--- src/mem_msg_pkg.sv ---
// memory port message fields shared by every stage of the port
// one word is one data_t, byte addresses must be word aligned
package mem_msg_pkg;

	//==========================================================
	// message type
	//==========================================================

	// request and response carry the same kind field
	typedef logic msg_type_t;

	// read request, or read data coming back
	localparam msg_type_t mt_read = 1'b0;

	// write request, or write acknowledgment coming back
	localparam msg_type_t mt_write = 1'b1;

	//==========================================================
	// payload fields
	//==========================================================

	// requester tag, returned untouched with the response
	// lets the core match responses to outstanding requests
	typedef logic [7:0] opaque_t;

	// byte address on the request port
	// between stages the same width carries the word index
	typedef logic [31:0] addr_t;

	// one memory word
	// write data on requests, read data on responses
	typedef logic [31:0] data_t;

endpackage

--- src/sec_pkg.sv ---
// security levels for the memory port, higher value means more privileged
// only two levels exist, so the level compare is a single bit compare
package sec_pkg;

	//==========================================================
	// security level
	//==========================================================

	// level of a memory region, and of the processor
	typedef logic sec_level_t;

	// region anyone may read
	localparam sec_level_t sec_public = 1'b0;

	// region readable only by a secure processor
	localparam sec_level_t sec_secure = 1'b1;

endpackage

--- src/mem_req_decode.sv ---
// request stage, one pipeline register, full rate when downstream drains
// addresses must be word aligned, anything else is flagged as an error
`timescale 1ns/1ps

module mem_req_decode #(
	parameter int unsigned mem_words   = 64,
	parameter int unsigned secure_base = 32
) (
	input  logic                    clk,
	input  logic                    rst_n,

	// request from the processor
	input  logic                    req_val,
	output logic                    req_rdy,
	input  mem_msg_pkg::msg_type_t  req_type,
	input  mem_msg_pkg::opaque_t    req_opaque,
	input  mem_msg_pkg::addr_t      req_addr,
	input  mem_msg_pkg::data_t      req_data,

	// decoded request to the bank
	output logic                    dec_val,
	input  logic                    dec_rdy,
	output mem_msg_pkg::msg_type_t  dec_type,
	output mem_msg_pkg::opaque_t    dec_opaque,
	output mem_msg_pkg::addr_t      dec_index,
	output mem_msg_pkg::data_t      dec_data,
	output logic                    dec_err,
	output sec_pkg::sec_level_t     dec_sec_level
);

	import mem_msg_pkg::*;
	import sec_pkg::*;

	// byte offset bits inside one word
	localparam int unsigned word_shift = $clog2($bits(data_t) / 8);

	addr_t      req_index;
	logic       req_misaligned;
	logic       req_out_of_range;
	sec_level_t req_level;
	logic       req_fire;

	//==========================================================
	// field split and checks
	//==========================================================

	// word index drops the byte offset
	assign req_index = req_addr >> word_shift;

	// any nonzero low bit means a partial or straddling word
	assign req_misaligned = |req_addr[word_shift-1:0];

	// index past the end of the bank
	assign req_out_of_range = (req_index >= addr_t'(mem_words));

	// region level comes from the index alone
	// a misaligned address still lands in a region
	assign req_level = (req_index >= addr_t'(secure_base)) ? sec_secure : sec_public;

	//==========================================================
	// pipeline register
	//==========================================================

	// take a new request when empty or when the bank drains us now
	assign req_rdy  = !dec_val || dec_rdy;
	assign req_fire = req_val && req_rdy;

	// valid bit is the only control state
	always_ff @(posedge clk) begin
		if (!rst_n) begin
			dec_val <= 1'b0;
		end else if (req_fire) begin
			dec_val <= 1'b1;
		end else if (dec_rdy) begin
			dec_val <= 1'b0;
		end
	end

	// payload loads only on acceptance
	always_ff @(posedge clk) begin
		if (req_fire) begin
			dec_type      <= req_type;
			dec_opaque    <= req_opaque;
			dec_index     <= req_index;
			dec_data      <= req_data;
			dec_err       <= req_misaligned || req_out_of_range;
			dec_sec_level <= req_level;
		end
	end

endmodule

--- src/mem_bank_exec.sv ---
// single port bank plus response register, one access per accepted request
// mem_words must be at least 2, storage is cleared by reset
`timescale 1ns/1ps

module mem_bank_exec #(
	parameter int unsigned mem_words = 64
) (
	input  logic                    clk,
	input  logic                    rst_n,

	// decoded request
	input  logic                    dec_val,
	output logic                    dec_rdy,
	input  mem_msg_pkg::msg_type_t  dec_type,
	input  mem_msg_pkg::opaque_t    dec_opaque,
	input  mem_msg_pkg::addr_t      dec_index,
	input  mem_msg_pkg::data_t      dec_data,
	input  logic                    dec_err,
	input  sec_pkg::sec_level_t     dec_sec_level,

	// response toward the access filter
	output logic                    bank_val,
	input  logic                    bank_rdy,
	output mem_msg_pkg::msg_type_t  bank_type,
	output mem_msg_pkg::opaque_t    bank_opaque,
	output mem_msg_pkg::data_t      bank_data,
	output logic                    bank_fail,
	output sec_pkg::sec_level_t     bank_sec_level
);

	import mem_msg_pkg::*;

	// address bits actually needed by the storage array
	localparam int unsigned idx_w = $clog2(mem_words);

	data_t            mem [mem_words];
	logic [idx_w-1:0] bank_idx;
	logic             dec_fire;

	// upper index bits are zero whenever dec_err is low
	assign bank_idx = dec_index[idx_w-1:0];

	// accept when the response slot is free or draining this edge
	assign dec_rdy  = !bank_val || bank_rdy;
	assign dec_fire = dec_val && dec_rdy;

	//==========================================================
	// storage
	//==========================================================

	// writes land on the accept edge, errors leave the array alone
	always_ff @(posedge clk) begin
		if (!rst_n) begin
			for (int i = 0; i < mem_words; i++) begin
				mem[i] <= '0;
			end
		end else if (dec_fire && !dec_err && dec_type == mt_write) begin
			mem[bank_idx] <= dec_data;
		end
	end

	//==========================================================
	// response register
	//==========================================================

	always_ff @(posedge clk) begin
		if (!rst_n) begin
			bank_val <= 1'b0;
		end else if (dec_fire) begin
			bank_val <= 1'b1;
		end else if (bank_rdy) begin
			bank_val <= 1'b0;
		end
	end

	// type, tag and region level ride along unchanged
	always_ff @(posedge clk) begin
		if (dec_fire) begin
			bank_type      <= dec_type;
			bank_opaque    <= dec_opaque;
			bank_sec_level <= dec_sec_level;
			bank_fail      <= dec_err;
			// read returns old contents, write ack and errors return zero
			if (!dec_err && dec_type == mt_read) begin
				bank_data <= mem[bank_idx];
			end else begin
				bank_data <= '0;
			end
		end
	end

endmodule

--- src/proc_resp_acc.sv ---
// response access filter, purely combinational, read confidentiality only
// proc_sec_level must stay stable while responses are in flight
`timescale 1ns/1ps

module proc_resp_acc (
	// response from the bank, tagged with its region level
	input  logic                    bank_val,
	output logic                    bank_rdy,
	input  mem_msg_pkg::msg_type_t  bank_type,
	input  mem_msg_pkg::opaque_t    bank_opaque,
	input  mem_msg_pkg::data_t      bank_data,
	input  logic                    bank_fail,
	input  sec_pkg::sec_level_t     bank_sec_level,

	// current level of the processor
	input  sec_pkg::sec_level_t     proc_sec_level,

	// response to the processor
	output logic                    resp_val,
	input  logic                    resp_rdy,
	output mem_msg_pkg::msg_type_t  resp_type,
	output mem_msg_pkg::opaque_t    resp_opaque,
	output mem_msg_pkg::data_t      resp_data,
	output logic                    resp_fail
);

	import sec_pkg::*;

	logic blocked;

	// with two levels, above means secure region and public processor
	assign blocked = (bank_sec_level == sec_secure) && (proc_sec_level == sec_public);

	// handshake always passes, so a blocked request still retires
	assign resp_val = bank_val;
	assign bank_rdy = resp_rdy;

	// tag and kind stay visible to the core
	assign resp_type   = bank_type;
	assign resp_opaque = bank_opaque;

	// blank the payload and hide the error status too
	// a fail bit would leak which secure words exist
	assign resp_data = blocked ? '0 : bank_data;
	assign resp_fail = blocked ? 1'b0 : bank_fail;

endmodule

--- src/secure_mem_top.sv ---
// secure data memory port, fixed latency of 2 cycles without back-pressure
// up to two requests in flight, responses stay in request order
`timescale 1ns/1ps

module secure_mem_top #(
	parameter int unsigned mem_words   = 64,
	parameter int unsigned secure_base = 32
) (
	input  logic                    clk,
	input  logic                    rst_n,

	// processor security level
	input  sec_pkg::sec_level_t     proc_sec_level,

	// request port
	input  logic                    req_val,
	output logic                    req_rdy,
	input  mem_msg_pkg::msg_type_t  req_type,
	input  mem_msg_pkg::opaque_t    req_opaque,
	input  mem_msg_pkg::addr_t      req_addr,
	input  mem_msg_pkg::data_t      req_data,

	// response port
	output logic                    resp_val,
	input  logic                    resp_rdy,
	output mem_msg_pkg::msg_type_t  resp_type,
	output mem_msg_pkg::opaque_t    resp_opaque,
	output mem_msg_pkg::data_t      resp_data,
	output logic                    resp_fail
);

	import mem_msg_pkg::*;
	import sec_pkg::*;

	//==========================================================
	// decode to bank
	//==========================================================

	logic       dec_val;
	logic       dec_rdy;
	msg_type_t  dec_type;
	opaque_t    dec_opaque;
	addr_t      dec_index;
	data_t      dec_data;
	logic       dec_err;
	sec_level_t dec_sec_level;

	//==========================================================
	// bank to filter
	//==========================================================

	logic       bank_val;
	logic       bank_rdy;
	msg_type_t  bank_type;
	opaque_t    bank_opaque;
	data_t      bank_data;
	logic       bank_fail;
	sec_level_t bank_sec_level;

	// address check and region lookup
	mem_req_decode #(
		.mem_words   (mem_words),
		.secure_base (secure_base)
	) decode_i (.*);

	// storage and response register
	mem_bank_exec #(
		.mem_words (mem_words)
	) bank_i (.*);

	// level compare against the processor
	proc_resp_acc filter_i (.*);

endmodule

--- config.mk ---
export PLATFORM = sky130hd
export DESIGN_NAME = secure_mem_top
export DESIGN_NICKNAME = d
export VERILOG_FILES = /design/src/mem_msg_pkg.sv /design/src/sec_pkg.sv /design/src/mem_req_decode.sv /design/src/mem_bank_exec.sv /design/src/proc_resp_acc.sv /design/src/secure_mem_top.sv
export SDC_FILE = /design/constraint.sdc
export NUM_CORES = 2
export LEC_CHECK = 0
export ABC_AREA = 1
export CAP_MARGIN = 20
export CORE_MARGIN = 10
export CORE_UTILIZATION = 35
export DETAILED_ROUTE_END_ITERATION = 8
export DONT_BUFFER_PORTS = 1
export PLACE_DENSITY = 0.52
export SETUP_SLACK_MARGIN = 0.05
export SYNTH_ARGS = -nofsm -noshare
export SYNTH_HDL_FRONTEND = slang
export SYNTH_HIERARCHICAL = 1
export SYNTH_SLANG_ARGS = --single-unit
--- constraint.sdc ---
create_clock -name clk -period 6.8 [get_ports clk]
set_clock_uncertainty 0.15 [all_clocks]
set_input_delay 0.68 -clock clk [delete_from_list [all_inputs] [get_ports clk]]
set_output_delay 0.68 -clock clk [all_outputs]
set_load 0.01 [all_outputs]
==> impl_table.tex <==
\begin{tabular}{lr}
\hline
Metric & Value \\
\hline
\multicolumn{2}{l}{\textbf{Status}} \\
\quad Result of the run & finished clean \\
\multicolumn{2}{l}{\textbf{Yosys}} \\
\quad Synthesized netlist cell count & 11,200 \\
\quad Total of warnings raised by yosys & 6 \\
\quad Synthesized area per cell & 9.00 um\^{}2 \\
\quad Area of the mapped netlist & 0.101 mm\^{}2 \\
\quad Total nets after synthesis & 11,200 \\
\multicolumn{2}{l}{\textbf{STA}} \\
\quad Final hold violation count & 0 \\
\quad Sum of negative setup slack & 0 ps \\
\quad Min Tclk post-route & 4610 ps \\
\quad Max Slew Vio Count & 0 \\
\quad Fmax & 0.217 GHz \\
\quad Worst-Margin Slew & 1190 ps \\
\quad Normalized max-slew margin & 20.6\% \\
\quad Period utilization & 67.8\% \\
\quad Setup repair after global routing missed its margin & no \\
\quad Final setup violation count & 0 \\
\multicolumn{2}{l}{\textbf{Clocking}} \\
\quad Post-CTS setup repair buffer count & 0 \\
\quad Sink count of the clock tree & 2,142 \\
\quad Total of cells resized after clock tree synthesis & 0 \\
\quad Clk pin slew, worst setup/hold paths & 60 ps \\
\quad Count of H-tree levels built during CTS & 4 \\
\quad Skew-Pair Late Insertion Delay & 870 ps \\
\quad TritonCTS clock tree & built \\
\quad Maximum clock insertion buffer count & 3 \\
\quad Clock root buffer & sky130\_fd\_sc\_hd\_\_clkbuf\_16 \\
\quad Number of clock buffers inserted by TritonCTS & 231 \\
\multicolumn{2}{l}{\textbf{Detailed routing}} \\
\quad DRC violations left & 0 \\
\quad Drt wl/cell & 23.2 um \\
\quad Via count & 74,900 \\
\quad Post-DRT Antenna Nets & 0 \\
\quad DRT iter0 DRCs & 9,321 \\
\quad Final routed wirelength across all metal layers & 343 mm \\
\quad First-pass iteration count of the detailed router & 6 \\
\quad Routed via count divided by cell count & 5.07 \\
\multicolumn{2}{l}{\textbf{Floorplanning}} \\
\quad Die Width & 556 um \\
\quad IO Pins & 122 \\
\quad DIE HEIGHT & 556 um \\
\quad Placeable core region & 0.285 mm\^{}2 \\
\quad Starting Density & 35.2\% \\
\quad Standard-cell row count & 196 \\
\quad Die ar. & 0.309 mm\^{}2 \\
\multicolumn{2}{l}{\textbf{Final layout}} \\
\quad Commonest non-fill, non-tap cell in the layout & sky130\_fd\_sc\_hd\_\_nand2\_1 \\
\quad Total Nets Final & 10,900 \\
\quad Combined flip-flop and latch cell area & 0.0643 mm\^{}2 \\
\quad Synthesis-to-layout area growth & 9.42\% \\
\quad Final std cell area, no fill & 0.110 mm\^{}2 \\
\quad Non-filler cells, final & 14,800 \\
\quad Ratio of cells with drive above 1 in the final layout & 6.05\% \\
\quad Area occupied by multi-input gates & 0.0310 mm\^{}2 \\
\quad Filler cells & 28,700 \\
\quad Fin util & 38.5\% \\
\quad Highest-count cells in the layout ignoring fill and taps & sky130\_fd\_sc\_hd\_\_nand2\_1, sky130\_fd\_sc\_hd\_\_edfxtp\_1, sky130\_fd\_sc\_hd\_\_nor2\_1 \\
\multicolumn{2}{l}{\textbf{Setup path}} \\
\quad Most common cell on crit path & sky130\_fd\_sc\_hd\_\_nand2\_1 \\
\quad Kind of launch point of the worst setup path & register \\
\quad Required @ worst endpoint & 7180 ps \\
\quad Worst path buffer plus inverter count & 1 \\
\quad Crit. End Element & register \\
\quad Crit-path max cell delay & 920 ps \\
\quad Largest fanout on the critical path & 33 \\
\quad Crit-path leading delay family & simple AND/OR/NAND/NOR gates \\
\quad Cell-by-cell listing of the critical path & nand2\_1 > nor3\_4 > nand2\_2 > nand2\_1 > buf\_4 \\
\quad Category of the critical setup timing path & register to register \\
\quad Critical-path cell with the highest stage delay & sky130\_fd\_sc\_hd\_\_edfxtp\_1 \\
\quad Crit path arrival time & 4990 ps \\
\multicolumn{2}{l}{\textbf{Power}} \\
\quad P per Cell Area & 270 mW/mm\^{}2 \\
\quad Static leakage & 48.6 nW \\
\quad Maximum vdd drop & 255 uV \\
\multicolumn{2}{l}{\textbf{GRT}} \\
\quad Number of antenna violations at the first check in global routing & 11 \\
\quad First-pass GRT wire length & 496 mm \\
\quad Total congestion overflow after global routing & 0 \\
\quad Number of global-route vias before repair & 70,700 \\
\quad GRT Overall Usage & 21.4\% \\
\quad Pin count of the biggest net entering global routing & 180 \\
\multicolumn{2}{l}{\textbf{Placed design}} \\
\quad PortBufs & 0 \\
\quad Global placement routability congestion & 0.885 \\
\quad Instance area at placement & 0.102 mm\^{}2 \\
\quad Post-detail-place hpwl & 201 mm \\
\quad Count of placed standard cells including taps & 14,300 \\
\multicolumn{2}{l}{\textbf{Run}} \\
\quad Count of max-cap constraint violations & 0 \\
\multicolumn{2}{l}{\textbf{Min path}} \\
\quad Class of the worst hold path & input pin to register \\
\hline
\end{tabular}
-- registers in the layout, summed over array words and instances, names as in the netlist, 6 cells and up --
name                 count
bank_i/bank_data        32
bank_i/bank_opaque       8
bank_i/mem            2048
decode_i/dec_data       32
decode_i/dec_index       6
decode_i/dec_opaque      8
-- final timing paths --
check / slack [ps] / cells past startpoint / startpoint / to
worst max-delay path: 2190 / 5 / decode_i/dec_index[1] / bank_i/mem[38][25]
worst min-delay path: 70 / 2 / resp_rdy / bank_i/bank_type
worst max register to register: 2190 / 5 / decode_i/dec_index[1] / bank_i/mem[38][25]
worst min register to register: 270 / 0 / decode_i/dec_opaque[4] / bank_i/bank_opaque[4]
-- routing by layer --
metal | global-route usage (%) | vias to the layer above | wire (um)
met5 | 0 | - | 0
li1 | - | 34500 | -
met2 | 32.1 | 3246 | 150000
met1 | 31.4 | 36700 | 150000
met4 | 7.21 | 0 | 12700
met3 | 3.54 | 447 | 30100
-- worst register-to-register path: cells and delay by family, from the launching register on --
| kind | cells | cell delay, ps |
|---|---|---|
| buffers and inverters | 1 | 440 |
| and+or+nand+nor | 4 | 2760 |
| DFF | 1 | 920 |
-- final cells by class --
type,instances,area share [%]
timing repair buffer,267,2.22
sequential,2142,58.5
clock buffer,287,5.48
tap,3762,4.28
multi-input combinational,8085,28.2
clock inverter,134,0.958
antenna,1,0.00227
inverter,101,0.433
-- timing repair --
item	in CTS	in global routing
hold buffers	58	0
endpoints found under the setup margin	0	0
hold endpoints to repair	71	0
-- metrics by stage --
stage,hold WS (ps),total power [W],worst slack (ps)
global route,19.4,0.0305,2080
floorplan,250,0.0167,1960
CTS,9.30,0.0298,2230
detailed placement,257,0.0177,2260
finish,70.1,0.0297,2190
global placement,251,0.0177,2280
-- report_power, final --
group | switching, W | internal, W | leakage (nW)
clock network | 0.00538 | 0.00681 | 3.48
logic | 0.00195 | 0.000463 | 23.2
registers | 0.000150 | 0.0149 | 21.9
total | 0.00748 | 0.0222 | 48.6
Note: power is estimated with default switching activity, not from simulation.
